==> src/hw/fm_pkg.sv <==
// FM core shared definitions
package fm_pkg;

    // Frame and datapath widths
    localparam int SLOTS   = 24;   // Operator slots per output sample
    localparam int FNUM_W  = 11;
    localparam int BLOCK_W = 3;
    localparam int PHASE_W = 20;
    localparam int VOICE_W = 10;   // Signed sawtooth taken from the phase MSBs
    localparam int SND_W   = 16;

    // Clock enables that busy stays up after a data write
    localparam int BUSY_TICKS = 16;

    // Zero pulses per timer B count
    localparam int TMRB_PRESCALE = 16;

    typedef logic        [FNUM_W-1:0]  fnum_t;
    typedef logic        [BLOCK_W-1:0] block_t;
    typedef logic        [PHASE_W-1:0] phase_t;
    typedef logic signed [VOICE_W-1:0] voice_t;
    typedef logic signed [SND_W-1:0]   snd_t;

    // Register numbers seen through the two-step bus
    // Channel registers list the channel 0 number, the low two bits pick the channel
    typedef enum logic [7:0] {
        TIMER_A_HI = 8'h24,   // Timer A value bits 9:2
        TIMER_A_LO = 8'h25,   // Timer A value bits 1:0
        TIMER_B    = 8'h26,
        TIMER_CTL  = 8'h27,   // Load, irq enable and flag clear bits
        FNUM_LO    = 8'hA0,   // Low byte, commits the latched high part
        FNUM_HI    = 8'hA4,   // Block in 5:3, fnum 10:8 in 2:0
        PAN        = 8'hB4    // Left in bit 7, right in bit 6
    } reg_addr_e;

endpackage
==> src/hw/fm_top.sv <==
// FM sound core top level
`timescale 1ns/1ps

module fm_top #(
    parameter int NUM_CH  = 6,
    parameter int CEN_DIV = 6
) (
    input  logic         clk,
    input  logic         rst_n,
    input  logic [7:0]   din,
    input  logic [1:0]   addr,
    input  logic         cs_n,
    input  logic         wr_n,
    output logic [7:0]   dout,
    output logic         irq_n,
    output fm_pkg::snd_t snd_left,
    output fm_pkg::snd_t snd_right,
    output logic         snd_sample
);

    logic                clk_en;
    logic                zero;     // One pulse per sample frame
    // Timer control
    logic [9:0]          value_a;
    logic [7:0]          value_b;
    logic                load_a;
    logic                load_b;
    logic                irq_en_a;
    logic                irq_en_b;
    logic                clr_a;
    logic                clr_b;
    logic                flag_a;
    logic                flag_b;
    // Channel frequency and panning
    fm_pkg::fnum_t       freq_fnum;
    fm_pkg::block_t      freq_block;
    logic [NUM_CH-1:0]   freq_wr;
    logic [2*NUM_CH-1:0] pan;
    fm_pkg::voice_t      voices [NUM_CH];

    fm_clock_seq #(.CEN_DIV(CEN_DIV)) u_seq (
        .clk    ( clk    ),
        .rst_n  ( rst_n  ),
        .clk_en ( clk_en ),
        .zero   ( zero   )
    );

    fm_mmr #(.NUM_CH(NUM_CH)) u_mmr (
        .clk        ( clk        ),
        .rst_n      ( rst_n      ),
        .clk_en     ( clk_en     ),
        .din        ( din        ),
        .addr       ( addr       ),
        .cs_n       ( cs_n       ),
        .wr_n       ( wr_n       ),
        .flag_a     ( flag_a     ),
        .flag_b     ( flag_b     ),
        .dout       ( dout       ),
        .value_a    ( value_a    ),
        .value_b    ( value_b    ),
        .load_a     ( load_a     ),
        .load_b     ( load_b     ),
        .irq_en_a   ( irq_en_a   ),
        .irq_en_b   ( irq_en_b   ),
        .clr_a      ( clr_a      ),
        .clr_b      ( clr_b      ),
        .freq_fnum  ( freq_fnum  ),
        .freq_block ( freq_block ),
        .freq_wr    ( freq_wr    ),
        .pan        ( pan        )
    );

    fm_timers u_timers (
        .clk      ( clk      ),
        .rst_n    ( rst_n    ),
        .zero     ( zero     ),
        .value_a  ( value_a  ),
        .value_b  ( value_b  ),
        .load_a   ( load_a   ),
        .load_b   ( load_b   ),
        .irq_en_a ( irq_en_a ),
        .irq_en_b ( irq_en_b ),
        .clr_a    ( clr_a    ),
        .clr_b    ( clr_b    ),
        .flag_a   ( flag_a   ),
        .flag_b   ( flag_b   ),
        .irq_n    ( irq_n    )
    );

    for (genvar ch = 0; ch < NUM_CH; ch++) begin : gen_ch
        fm_phase_gen u_pg (
            .clk        ( clk         ),
            .rst_n      ( rst_n       ),
            .zero       ( zero        ),
            .freq_wr    ( freq_wr[ch] ),
            .freq_fnum  ( freq_fnum   ),
            .freq_block ( freq_block  ),
            .voice      ( voices[ch]  )
        );
    end

    fm_mixer #(.NUM_CH(NUM_CH)) u_mixer (
        .clk        ( clk        ),
        .rst_n      ( rst_n      ),
        .zero       ( zero       ),
        .voices     ( voices     ),
        .pan        ( pan        ),
        .snd_left   ( snd_left   ),
        .snd_right  ( snd_right  ),
        .snd_sample ( snd_sample )
    );

endmodule

==> src/hw/fm_mixer.sv <==
// Stereo mixer
`timescale 1ns/1ps

module fm_mixer #(
    parameter int NUM_CH = 6
) (
    input  logic                clk,
    input  logic                rst_n,
    input  logic                zero,
    input  fm_pkg::voice_t      voices [NUM_CH],
    input  logic [2*NUM_CH-1:0] pan,           // Left in the odd bit
    output fm_pkg::snd_t        snd_left,
    output fm_pkg::snd_t        snd_right,
    output logic                snd_sample
);

    fm_pkg::snd_t sum_l;
    fm_pkg::snd_t sum_r;
    fm_pkg::snd_t acc_l;
    fm_pkg::snd_t acc_r;
    logic         zero_d;

    always_comb begin
        sum_l = '0;
        sum_r = '0;
        for (int ch = 0; ch < NUM_CH; ch++) begin
            if (pan[2*ch+1]) sum_l = sum_l + fm_pkg::snd_t'(voices[ch]);
            if (pan[2*ch])   sum_r = sum_r + fm_pkg::snd_t'(voices[ch]);
        end
    end

    // Captures the voices before this frame's phase step
    always_ff @(posedge clk) begin
        if (zero) begin
            acc_l <= sum_l;
            acc_r <= sum_r;
        end
        if (zero_d) begin
            snd_left  <= acc_l;
            snd_right <= acc_r;
        end
    end

    always_ff @(posedge clk or negedge rst_n) begin
        if (!rst_n) begin
            zero_d     <= 1'b0;
            snd_sample <= 1'b0;
        end else begin
            zero_d     <= zero;
            snd_sample <= zero_d;   // High with the new output pair
        end
    end

    a_sample_pulse: assert property (@(posedge clk) disable iff (!rst_n)
        snd_sample |=> !snd_sample);

endmodule

==> src/hw/fm_phase_gen.sv <==
// Channel phase generator
`timescale 1ns/1ps

module fm_phase_gen (
    input  logic           clk,
    input  logic           rst_n,
    input  logic           zero,
    input  logic           freq_wr,
    input  fm_pkg::fnum_t  freq_fnum,
    input  fm_pkg::block_t freq_block,
    output fm_pkg::voice_t voice
);

    fm_pkg::fnum_t  fnum;
    fm_pkg::block_t block;
    fm_pkg::phase_t phase;
    fm_pkg::phase_t inc;

    // Frequency word for this channel
    always_ff @(posedge clk or negedge rst_n) begin
        if (!rst_n) begin
            fnum  <= '0;
            block <= '0;
        end else if (freq_wr) begin
            fnum  <= freq_fnum;
            block <= freq_block;
        end
    end

    // Octave shift, then halved
    assign inc = (fm_pkg::phase_t'(fnum) << block) >> 1;

    // One step per sample frame
    always_ff @(posedge clk or negedge rst_n) begin
        if (!rst_n) begin
            phase <= '0;
        end else if (zero) begin
            phase <= phase + inc;   // Wraps at PHASE_W bits
        end
    end

    // Sawtooth from the top bits
    assign voice = fm_pkg::voice_t'(phase[fm_pkg::PHASE_W-1 -: fm_pkg::VOICE_W]);

endmodule

==> src/hw/fm_timers.sv <==
// Timer A and timer B
`timescale 1ns/1ps

module fm_timers (
    input  logic       clk,
    input  logic       rst_n,
    input  logic       zero,
    input  logic [9:0] value_a,
    input  logic [7:0] value_b,
    input  logic       load_a,
    input  logic       load_b,
    input  logic       irq_en_a,
    input  logic       irq_en_b,
    input  logic       clr_a,
    input  logic       clr_b,
    output logic       flag_a,
    output logic       flag_b,
    output logic       irq_n
);

    localparam int PRE_W = $clog2(fm_pkg::TMRB_PRESCALE);

    logic [10:0]      cnt_a;      // Counts left before overflow
    logic [8:0]       cnt_b;
    logic [10:0]      reload_a;
    logic [8:0]       reload_b;
    logic [PRE_W-1:0] pre_b;
    logic             tick_b;
    logic             ovf_a;
    logic             ovf_b;

    assign reload_a = 11'd1024 - {1'b0, value_a};
    assign reload_b = 9'd256 - {1'b0, value_b};

    // Prescaler is never stopped
    always_ff @(posedge clk or negedge rst_n) begin
        if (!rst_n) begin
            pre_b <= '0;
        end else if (zero) begin
            pre_b <= pre_b + 1'b1;
        end
    end

    assign tick_b = zero && (pre_b == PRE_W'(fm_pkg::TMRB_PRESCALE - 1));
    assign ovf_a  = zero && load_a && (cnt_a == 11'd1);
    assign ovf_b  = tick_b && load_b && (cnt_b == 9'd1);

    // Held at the reload value while stopped
    always_ff @(posedge clk or negedge rst_n) begin
        if (!rst_n) begin
            cnt_a <= 11'd1024;
            cnt_b <= 9'd256;
        end else begin
            if (!load_a || ovf_a) begin
                cnt_a <= reload_a;
            end else if (zero) begin
                cnt_a <= cnt_a - 1'b1;
            end
            if (!load_b || ovf_b) begin
                cnt_b <= reload_b;
            end else if (tick_b) begin
                cnt_b <= cnt_b - 1'b1;
            end
        end
    end

    always_ff @(posedge clk or negedge rst_n) begin
        if (!rst_n) begin
            flag_a <= 1'b0;
            flag_b <= 1'b0;
        end else begin
            if (clr_a) flag_a <= 1'b0;
            else if (ovf_a && irq_en_a) flag_a <= 1'b1;
            if (clr_b) flag_b <= 1'b0;
            else if (ovf_b && irq_en_b) flag_b <= 1'b1;
        end
    end

    assign irq_n = !(flag_a || flag_b);

    // Flag B needs a running timer with its irq enabled
    a_flag_b_src: assert property (@(posedge clk) disable iff (!rst_n)
        $rose(flag_b) |-> $past(load_b && irq_en_b));

    // Flag A only comes from a running, enabled timer
    a_flag_a_src: assert property (@(posedge clk) disable iff (!rst_n)
        $rose(flag_a) |-> $past(load_a && irq_en_a));

endmodule

==> src/hw/fm_mmr.sv <==
// Register file and bus decoder
`timescale 1ns/1ps

module fm_mmr #(
    parameter int NUM_CH = 6
) (
    input  logic                  clk,
    input  logic                  rst_n,
    input  logic                  clk_en,
    input  logic [7:0]            din,
    input  logic [1:0]            addr,
    input  logic                  cs_n,
    input  logic                  wr_n,
    input  logic                  flag_a,
    input  logic                  flag_b,
    output logic [7:0]            dout,
    output logic [9:0]            value_a,
    output logic [7:0]            value_b,
    output logic                  load_a,
    output logic                  load_b,
    output logic                  irq_en_a,
    output logic                  irq_en_b,
    output logic                  clr_a,
    output logic                  clr_b,
    output fm_pkg::fnum_t         freq_fnum,
    output fm_pkg::block_t        freq_block,
    output logic [NUM_CH-1:0]     freq_wr,
    output logic [2*NUM_CH-1:0]   pan
);

    localparam int BUSY_W = $clog2(fm_pkg::BUSY_TICKS + 1);

    logic              write;
    logic              addr_wr;
    logic              data_wr;
    logic              bank;
    logic [7:0]        sel_reg [2];   // Register number per bank
    logic [7:0]        cur_num;
    logic [1:0]        sub;
    logic [2:0]        ch_idx;
    logic              ch_ok;
    fm_pkg::reg_addr_e reg_num;
    logic [5:0]        hi_latch [2];  // Block and fnum MSBs waiting for the low byte
    logic [BUSY_W-1:0] busy_cnt;
    logic              busy;

    assign write   = !cs_n && !wr_n;
    assign addr_wr = write && !addr[0];
    assign data_wr = write && addr[0];
    assign bank    = addr[1];
    assign cur_num = sel_reg[bank];
    assign sub     = cur_num[1:0];

    // Fold the channel bits out of the A0 and above range before decoding
    assign reg_num = fm_pkg::reg_addr_e'((cur_num >= 8'hA0) ? {cur_num[7:2], 2'b00} : cur_num);

    // Bank 1 holds channels 3 to 5
    assign ch_idx = bank ? 3'd3 + {1'b0, sub} : {1'b0, sub};
    assign ch_ok  = (sub != 2'd3) && (int'(ch_idx) < NUM_CH);

    always_ff @(posedge clk or negedge rst_n) begin
        if (!rst_n) begin
            sel_reg[0]  <= '0;
            sel_reg[1]  <= '0;
            hi_latch[0] <= '0;
            hi_latch[1] <= '0;
            value_a     <= '0;
            value_b     <= '0;
            load_a      <= 1'b0;
            load_b      <= 1'b0;
            irq_en_a    <= 1'b0;
            irq_en_b    <= 1'b0;
            clr_a       <= 1'b0;
            clr_b       <= 1'b0;
            freq_wr     <= '0;
            pan         <= '1;     // Both sides on
        end else begin
            freq_wr <= '0;         // Strobes last one cycle
            clr_a   <= 1'b0;
            clr_b   <= 1'b0;
            if (addr_wr) begin
                sel_reg[bank] <= din;
            end
            if (data_wr) begin
                case (reg_num)
                    fm_pkg::TIMER_A_HI: value_a[9:2] <= din;
                    fm_pkg::TIMER_A_LO: value_a[1:0] <= din[1:0];
                    fm_pkg::TIMER_B:    value_b      <= din;
                    fm_pkg::TIMER_CTL: begin
                        load_a   <= din[0];
                        load_b   <= din[1];
                        irq_en_a <= din[2];
                        irq_en_b <= din[3];
                        clr_a    <= din[4];
                        clr_b    <= din[5];
                    end
                    fm_pkg::FNUM_HI: hi_latch[bank] <= din[5:0];
                    fm_pkg::FNUM_LO: begin
                        if (ch_ok) begin
                            freq_wr[ch_idx] <= 1'b1;
                        end
                    end
                    fm_pkg::PAN: begin
                        if (ch_ok) begin
                            pan[2*ch_idx +: 2] <= din[7:6];
                        end
                    end
                    default: ;
                endcase
            end
        end
    end

    // Low byte write sends the whole frequency word out with freq_wr
    always_ff @(posedge clk) begin
        if (data_wr && reg_num == fm_pkg::FNUM_LO) begin
            freq_fnum  <= {hi_latch[bank][2:0], din};
            freq_block <= hi_latch[bank][5:3];
        end
    end

    // Busy counts down in clock enables, a new write restarts it
    always_ff @(posedge clk or negedge rst_n) begin
        if (!rst_n) begin
            busy_cnt <= '0;
        end else if (data_wr) begin
            busy_cnt <= BUSY_W'(fm_pkg::BUSY_TICKS);
        end else if (clk_en && busy) begin
            busy_cnt <= busy_cnt - 1'b1;
        end
    end

    assign busy = (busy_cnt != '0);
    assign dout = {busy, 5'd0, flag_b, flag_a};

    a_one_freq_wr: assert property (@(posedge clk) disable iff (!rst_n)
        $onehot0(freq_wr));

    // Last enable of the busy window must release it
    a_busy_ends: assert property (@(posedge clk) disable iff (!rst_n)
        clk_en && busy_cnt == BUSY_W'(1) && !data_wr |=> !busy);

endmodule

==> src/hw/fm_clock_seq.sv <==
// Clock enable and slot sequencer
`timescale 1ns/1ps

module fm_clock_seq #(
    parameter int CEN_DIV = 6
) (
    input  logic clk,
    input  logic rst_n,
    output logic clk_en,
    output logic zero
);

    localparam int DIV_W  = ($clog2(CEN_DIV) > 0) ? $clog2(CEN_DIV) : 1;
    localparam int SLOT_W = $clog2(fm_pkg::SLOTS);

    logic [DIV_W-1:0]  div_cnt;
    logic [SLOT_W-1:0] slot;
    logic              slot_last;

    // Free running divider with clk_en on its last count
    always_ff @(posedge clk or negedge rst_n) begin
        if (!rst_n) begin
            div_cnt <= '0;
        end else if (clk_en) begin
            div_cnt <= '0;
        end else begin
            div_cnt <= div_cnt + 1'b1;
        end
    end

    assign clk_en = (div_cnt == DIV_W'(CEN_DIV - 1));

    // One step per operator slot
    always_ff @(posedge clk or negedge rst_n) begin
        if (!rst_n) begin
            slot <= '0;
        end else if (clk_en) begin
            slot <= slot_last ? '0 : slot + 1'b1;
        end
    end

    assign slot_last = (slot == SLOT_W'(fm_pkg::SLOTS - 1));
    assign zero      = clk_en && slot_last;   // Start of a new sample frame

    // Slot count restarts with each frame
    a_slot_wrap: assert property (@(posedge clk) disable iff (!rst_n)
        zero |=> (slot == '0));

endmodule

==> config.mk <==
export PLATFORM = sky130hd
export DESIGN_NAME = fm_top
export DESIGN_NICKNAME = d
export VERILOG_FILES = /design/src/hw/fm_pkg.sv /design/src/hw/fm_top.sv /design/src/hw/fm_mixer.sv /design/src/hw/fm_phase_gen.sv /design/src/hw/fm_timers.sv /design/src/hw/fm_mmr.sv /design/src/hw/fm_clock_seq.sv
export SDC_FILE = /design/constraint.sdc
export NUM_CORES = 1
export LEC_CHECK = 0
export BUFFER_PORTS_ARGS = -buffer_cell sky130_fd_sc_hd__buf_2
export CAP_MARGIN = 20
export CELL_PAD_IN_SITES_DETAIL_PLACEMENT = 0
export CELL_PAD_IN_SITES_GLOBAL_PLACEMENT = 1
export CORE_ASPECT_RATIO = 0.7
export CORE_MARGIN = 3
export CORE_UTILIZATION = 40
export DETAILED_ROUTE_END_ITERATION = 7
export PLACE_DENSITY = 0.66
export RECOVER_POWER = 25
export SYNTH_ARGS = -nofsm -noshare
export SYNTH_HDL_FRONTEND = slang
export SYNTH_SLANG_ARGS = --single-unit
==> constraint.sdc <==
create_clock -name clk -period 10.2 [get_ports clk]
set_input_delay 2.04 -clock clk [delete_from_list [all_inputs] [get_ports clk]]
set_output_delay 2.04 -clock clk [all_outputs]
set_load 0.05 [all_outputs]
# Yosys cells after proc, flatten, opt, wreduce, memory -nomap -nowiden
# Index checks and enable logic that the tools add are counted.
[totals] ff_bits=393 inputBits=14 output_inout_bits=42 elab_cells=188
[op_classes] add_sub_neg=26 magnitude_cmp=6 eq_ne=13 shift=8 muxes=48 n_bitwise=1 reduce_logical=37
[ops] op="$mux 16" count=12
[ops] op="$add 16x10->16" count=10
[ops] op="$add 20x19->20" count=6
[ops] op="$shl 11x3->20" count=6
[ops] op="$mux 6" count=7
[ops] op="$neg 4->34" count=1
[ops] op="$shift 2x34->12 const A" count=1
[ops] op="$shiftx 2x34->12" count=1
[ops] op="$eq 8x6->1 const B" count=4
[ops] op="$mux 8" count=4
[ops] op="$bwmux 12" count=2
[ops] op="$eq 8x8->1 const B" count=3
[ops] op="$mux 11" count=2
[ops] op="$mux 9" count=2
[ops] op="$bwmux 16" count=1
[ops] op="$logic_and 1x1->1" count=16
[ops] op="$mux 5" count=3
[ops] op="$eq 11x1->1 const B" count=1
[ops] op="$sub 11x1->11 const B" count=1
[ops] op="$sub 11x10->11 const A" count=1
[ops] op="$reduce_and 2->1" count=5
[ops] op="$reduce_bool 2->1" count=5
[ops] op="$eq 9x1->1 const B" count=1
[ops] op="$mux 1" count=9
[ops] op="other kinds (27)" count=35

# Logic depth before layout (Yosys ltp)
[logic_depth] ltp_word=13 mapped_depth=41 mapped_depth_nobuf=40

# Modules after synthesis
# A second synthesis with hierarchy kept.
[hier_totals] cells_unflattened=3417 area_unflattened_um2=32123.3
[modules_own_cells] mod="fm_mixer" instances=1 cells_per_inst=1163 area_per_inst_um2=10040.9 seq_area_each_um2=1971.9
[modules_own_cells] mod="fm_phase_gen (gen_ch[0].u_pg ...)" instances=3 cells_per_inst=286 area_per_inst_um2=2620.0 seq_area_each_um2=850.8
[modules_own_cells] mod="fm_phase_gen (gen_ch[4].u_pg ...)" instances=2 cells_per_inst=299 area_per_inst_um2=2688.8 seq_area_each_um2=850.8
[modules_own_cells] mod="fm_mmr" instances=1 cells_per_inst=291 area_per_inst_um2=4020.1 seq_area_each_um2=2312.2
[modules_own_cells] mod="fm_phase_gen (gen_ch[3].u_pg)" instances=1 cells_per_inst=291 area_per_inst_um2=2647.5 seq_area_each_um2=850.8
[modules_own_cells] mod="fm_timers" instances=1 cells_per_inst=183 area_per_inst_um2=1798.0 seq_area_each_um2=653.1
[modules_own_cells] mod="fm_clock_seq" instances=1 cells_per_inst=33 area_per_inst_um2=379.1 seq_area_each_um2=200.2

# Worst setup path before layout
# No wires, ideal clock.
[synth_path] path_kind="register -> register" from="reg u_mmr.pan[0]" to="reg u_mixer.acc_r[15] (data pin)" setup_time_ns=0.268 arrival_time_ns=7.563 required_ns=9.932 setup_slack_ns=2.370 path_stages_with_launch=37 n_path_buf=1 synth_period_minus_slack_ns=7.830 path_cell_list="dfstp_2 -> clkbuf_1 -> and2_1 -> ha_1 -> inv_1 -> fa_1 -> nor2b_1 -> o31a_1 -> o21a_1 -> o21ai_1 -> a21o_1 -> a31o_2 -> ha_1 -> a21o_1 -> a221oi_1 -> a21boi_1 -> or2_1 -> xor2_1 -> mux2_2 -> ha_1 -> a21o_1 -> a31oi_1 -> nand2_1 -> xor2_1 -> mux2_2 -> ha_1 -> or3_1 -> o21ai_0 -> a21oi_1 -> xor2_1 -> mux2_2 -> ha_1 -> o41a_1 -> a31oi_1 -> xnor2_1 -> nand2_1 -> xnor3_1"
[synth_between] elab_chain_cells=11
[synth_rtl] item="start, declared" line="fm_mmr.sv:28" rtl="output logic [2*NUM_CH-1:0] pan"
[synth_rtl] item="start signal, assigned by index" line="fm_mmr.sv:105" rtl="pan[2*ch_idx +: 2] <= din[7:6];"
[synth_rtl] item="$mux 16 *" line="fm_mixer.sv:28" rtl="if (pan[2*ch]) sum_r = sum_r + fm_pkg::snd_t'(voices[ch]);"
[synth_rtl] item="$add 16x10->16" line="fm_mixer.sv:28"
[synth_rtl] item="$mux 16 *" line="fm_mixer.sv:28"
[synth_rtl] item="$add 16x10->16" line="fm_mixer.sv:28"
[synth_rtl] item="$mux 16 *" line="fm_mixer.sv:28"
[synth_rtl] item="$add 16x10->16" line="fm_mixer.sv:28"
[synth_rtl] item="$mux 16 *" line="fm_mixer.sv:28"
[synth_rtl] item="$add 16x10->16" line="fm_mixer.sv:28"
[synth_rtl] item="$mux 16 *" line="fm_mixer.sv:28"
[synth_rtl] item="$add 16x10->16" line="fm_mixer.sv:28"
[synth_rtl] item="$mux 16 *" line="fm_mixer.sv:28"
[synth_rtl] item="net u_mixer.sum_r[15]" line="fm_mixer.sv:18" rtl="fm_pkg::snd_t sum_r;"
[synth_rtl] item="end signal, assigned" line="fm_mixer.sv:36" rtl="acc_r <= sum_r;"
[synth_rtl] item="end, declared" line="fm_mixer.sv:20" rtl="fm_pkg::snd_t acc_r;"
# The timed path passes the listed nets; every way through them passes the cells marked *.
# A chain may end at the register's enable or synchronous reset.

# Worst setup path in the final report
# Same ends and word-level chain as after synthesis.

==> impl_metrics.py <==
metrics = {
    "clock_network": {
        "clock-root-buffer": "clkbuf_16",
        "clock_path_buffers": 3,
        "htree_levels": 2,
        "ctsHoldBuffers": 0,
        "path_clk_slew_ps": 70,
        "ctsResizeCount": 0,
        "clkLatencyLatePin_ps": 610,
        "postCtsSetupBuffers": 0,
        "clkSinkCount": 393,
        "cts_inserted_buffers": 44,
        "cts_tree": "yes",
    },
    "setup_path": {
        "worstSetupEndpointType": "register",
        "crit_fanout": 12,
        "cp.required_ps": 10550,
        "slowest_delay_ps": 630,
        "slowest_stage": "dfstp_2",
        "cp.arrival_ps": 9150,
        "cp_common_cell": "ha_1",
        "worst-setup-path-type": "register to register",
        "cp-start-kind": "register",
    },
    "cells_and_area": {
        "top_regs": "gen_ch.u_pg.phase: 120 flops, gen_ch.u_pg.fnum: 66 flops, gen_ch.u_pg.block: 18 flops",
        "antenna_cells": 0,
        "final_nets": 3643,
        "largest_register": "gen_ch.u_pg.phase",
        "fin_cells": 4367,
        "fin_area_um2": 33100,
        "drive_gt1_frac": 0.122,
        "largest_reg_flops": 120,
        "fin_util": 0.440,
        "syn2layout_area_growth_pct": 8.65,
        "fill_cells": 7207,
    },
    "yosys": {
        "synth_cell_types": 101,
        "ys_ff_latch": 393,
        "yosysTopAreaCellShare": 0.247,
        "yosysWarningCount": 0,
        "yosysMostFrequentCell": "nand2_1",
        "ys.flop_type": "dfrtp_1",
        "synth_edf_count": 78,
        "synthXorXnorAreaFrac": 0.0522,
        "synth_top_family_by_area": "compound AO/OA/AOI/OAI gates",
        "synth-simple-area-share": 0.164,
        "syn-instance-count": 3353,
        "ys_top_cells_by_area": "dfrtp_1 25%, ha_1 11%, mux2_2 8.3%, edfxtp_1 7.7%, nand2_1 4.8%",
        "syn_area_per_cell_um2": 9.09,
        "synth_top_cell_by_area": "dfrtp_1",
        "seq_area_frac_synth": 0.336,
        "synth-adder-area-share": 0.122,
        "synth.area.mux_share": 0.109,
        "synth_compound_area_frac": 0.183,
        "synth_commonest_cells": "393 x nand2_1, 301 x dfrtp_1, 271 x ha_1",
        "async_flop_share": 0.802,
        "syn_area_um2": 30500,
    },
    "place": {
        "numPortBuffers": 50,
        "place_area_um2": 31600,
        "place_congestion": 0.873,
        "post-dp-hpwl_um": 63600,
        "placedCellCount": 4285,
    },
    "sta": {
        "setup-tns-final_ps": 0,
        "worst_hold_slack_ps": 406,
        "period_share": 0.864,
        "max-slew-margin-rel": -2.20,
        "rsz0062_at_grt": "no",
        "slew_violations": 85,
        "setup_violations": 0,
        "finClkSkew_ps": 41.4,
        "tightest_slew_ps": 4810,
        "final_hold_viol_count": 0,
        "fin_crit_ps": 8810,
        "max_freq_mhz": 114,
    },
    "detailed_routing": {
        "drt-initial-drc-count": 1941,
        "wire_per_inst_um": 19.4,
        "vias": 24900,
        "viasPerCell": 5.71,
        "drc": 0,
        "wl_um": 84900,
        "drt_pre_antenna_iters": 5,
        "antenna_left": 0,
    },
    "global_route": {
        "antenna_found_initial": 4,
        "grt-ovfl-total": 0,
        "use_met1": 0.329,
        "grt_util_met3": 0.0357,
        "grt_max_degree": 85,
        "grt_usage": 0.211,
        "grt_pass1_wl_um": 134000,
        "grtUsageMet2": 0.304,
        "grt_pass1_vias": 23900,
        "busiest_layer": "met1",
    },
    "outcome": {
        "run_status": "finished with violations",
        "violations": "capacitance limit, slew limit",
    },
    "run": {
        "cap_violations": 1,
    },
    "die": {
        "fp.dieH_um": 237,
        "num_io_pins": 56,
        "coreArea_um2": 75300,
        "start_util": 0.405,
        "rows": 84,
        "die_w_um": 336,
        "dieArea_um2": 79600,
    },
    "pwr": {
        "powerDensity_nw_per_um2": 113,
        "leakage_uw": 0.0153,
        "irDropWorstVdd_mv": 0.103,
    },
    "worst_hold_path": {
        "hold_class": "register to register",
    },
}
[kinds of logic (layout without fill, tap and decap cells)]
logic type / after synthesis / in the layout
adders and majority gates: 289 / 289
xor gates and xnor gates: 180 / 180
AOI/OAI and AO/OA: 885 / 885
and+or+nand+nor: 1044 / 1044
other: 1 / 5
muxes: 304 / 304
DFF: 393 / 393
buffers and inverters: 257 / 278
[final timing paths]
check                        startpoint                 endpoint  slack [ps]  cells past startpoint
setup / recovery           u_mmr.pan[0]        u_mixer.acc_r[15]        1390                     36
hold / removal              u_mmr.clr_b          u_timers.flag_b         410                      1
setup reg to reg           u_mmr.pan[0]        u_mixer.acc_r[15]        1390                     36
hold reg to reg             u_mmr.clr_b          u_timers.flag_b         410                      1
max in group asynchronous         rst_n  gen_ch[2].u_pg.phase[0]        3640                      3
min in group asynchronous         rst_n         u_seq.div_cnt[2]        3180                      1
[routing by layer]
| metal | part of all wire | up-vias |
|---|---|---|
| met5 | 0 | - |
| met4 | 0.018 | 0 |
| met3 | 0.060 | 106 |
| met2 | 0.40 | 622 |
| met1 | 0.52 | 12000 |
| li1 | - | 12200 |
[cell type report]
| cell class | instances | area (µm²) | area share |
|---|---|---|---|
| Multi-Input combinational cell | 2707 | 19300 | 0.581 |
| Timing Repair Buffer | 63 | 337 | 0.0102 |
| Inverter | 133 | 500 | 0.0151 |
| Tap cell | 989 | 1240 | 0.0374 |
| Clock buffer | 45 | 1130 | 0.0340 |
| Sequential cell | 393 | 10200 | 0.309 |
| Clock inverter | 37 | 423 | 0.0128 |
[stage by stage]
stage,total power (µW),setup slack (ps)
floorplan,1930,2370
global placement,2030,1740
detailed placement,2040,1540
CTS,3790,1530
global route,3900,702
finish,3730,1390
[worst max-delay path, delay by kind of cell (launching register included)]
| kind | cells | cell delay, ps |
|---|---|---|
| compound gates | 15 | 4170 |
| fa+ha+maj | 5 | 1500 |
| simple gates | 9 | 1190 |
| xor+xnor | 4 | 780 |
| flops | 1 | 630 |
| buf+inv | 3 | 290 |
[report_power, final]
part	leakage (µW)	switching, µW	internal (µW)
clock network	0.000732	758	960
registers	0.00482	59.1	1650
logic	0.00970	181	116
total	0.0153	998	2730
[placed cells by master, fill, tap and decap left out, types with 33 or more instances in the layout]
master and count:
o31ai_1 40, nand2_1 392, inv_1 122, a21oi_1 205, o21a_1 54, buf_2 41
nor2b_1 46, a31oi_1 33, o21ai_0 267, mux2i_1 77, edfxtp_1 78, nor3b_1 33
xnor2_1 99, nor2_1 211, xor2_1 80, nor3_1 99, a21o_1 57, mux2_2 224
clkbuf_16 45, nand3_1 62, ha_1 271, nand2b_1 38, dfrtp_1 301
No activity file was read; power rests on OpenSTA's default activity.
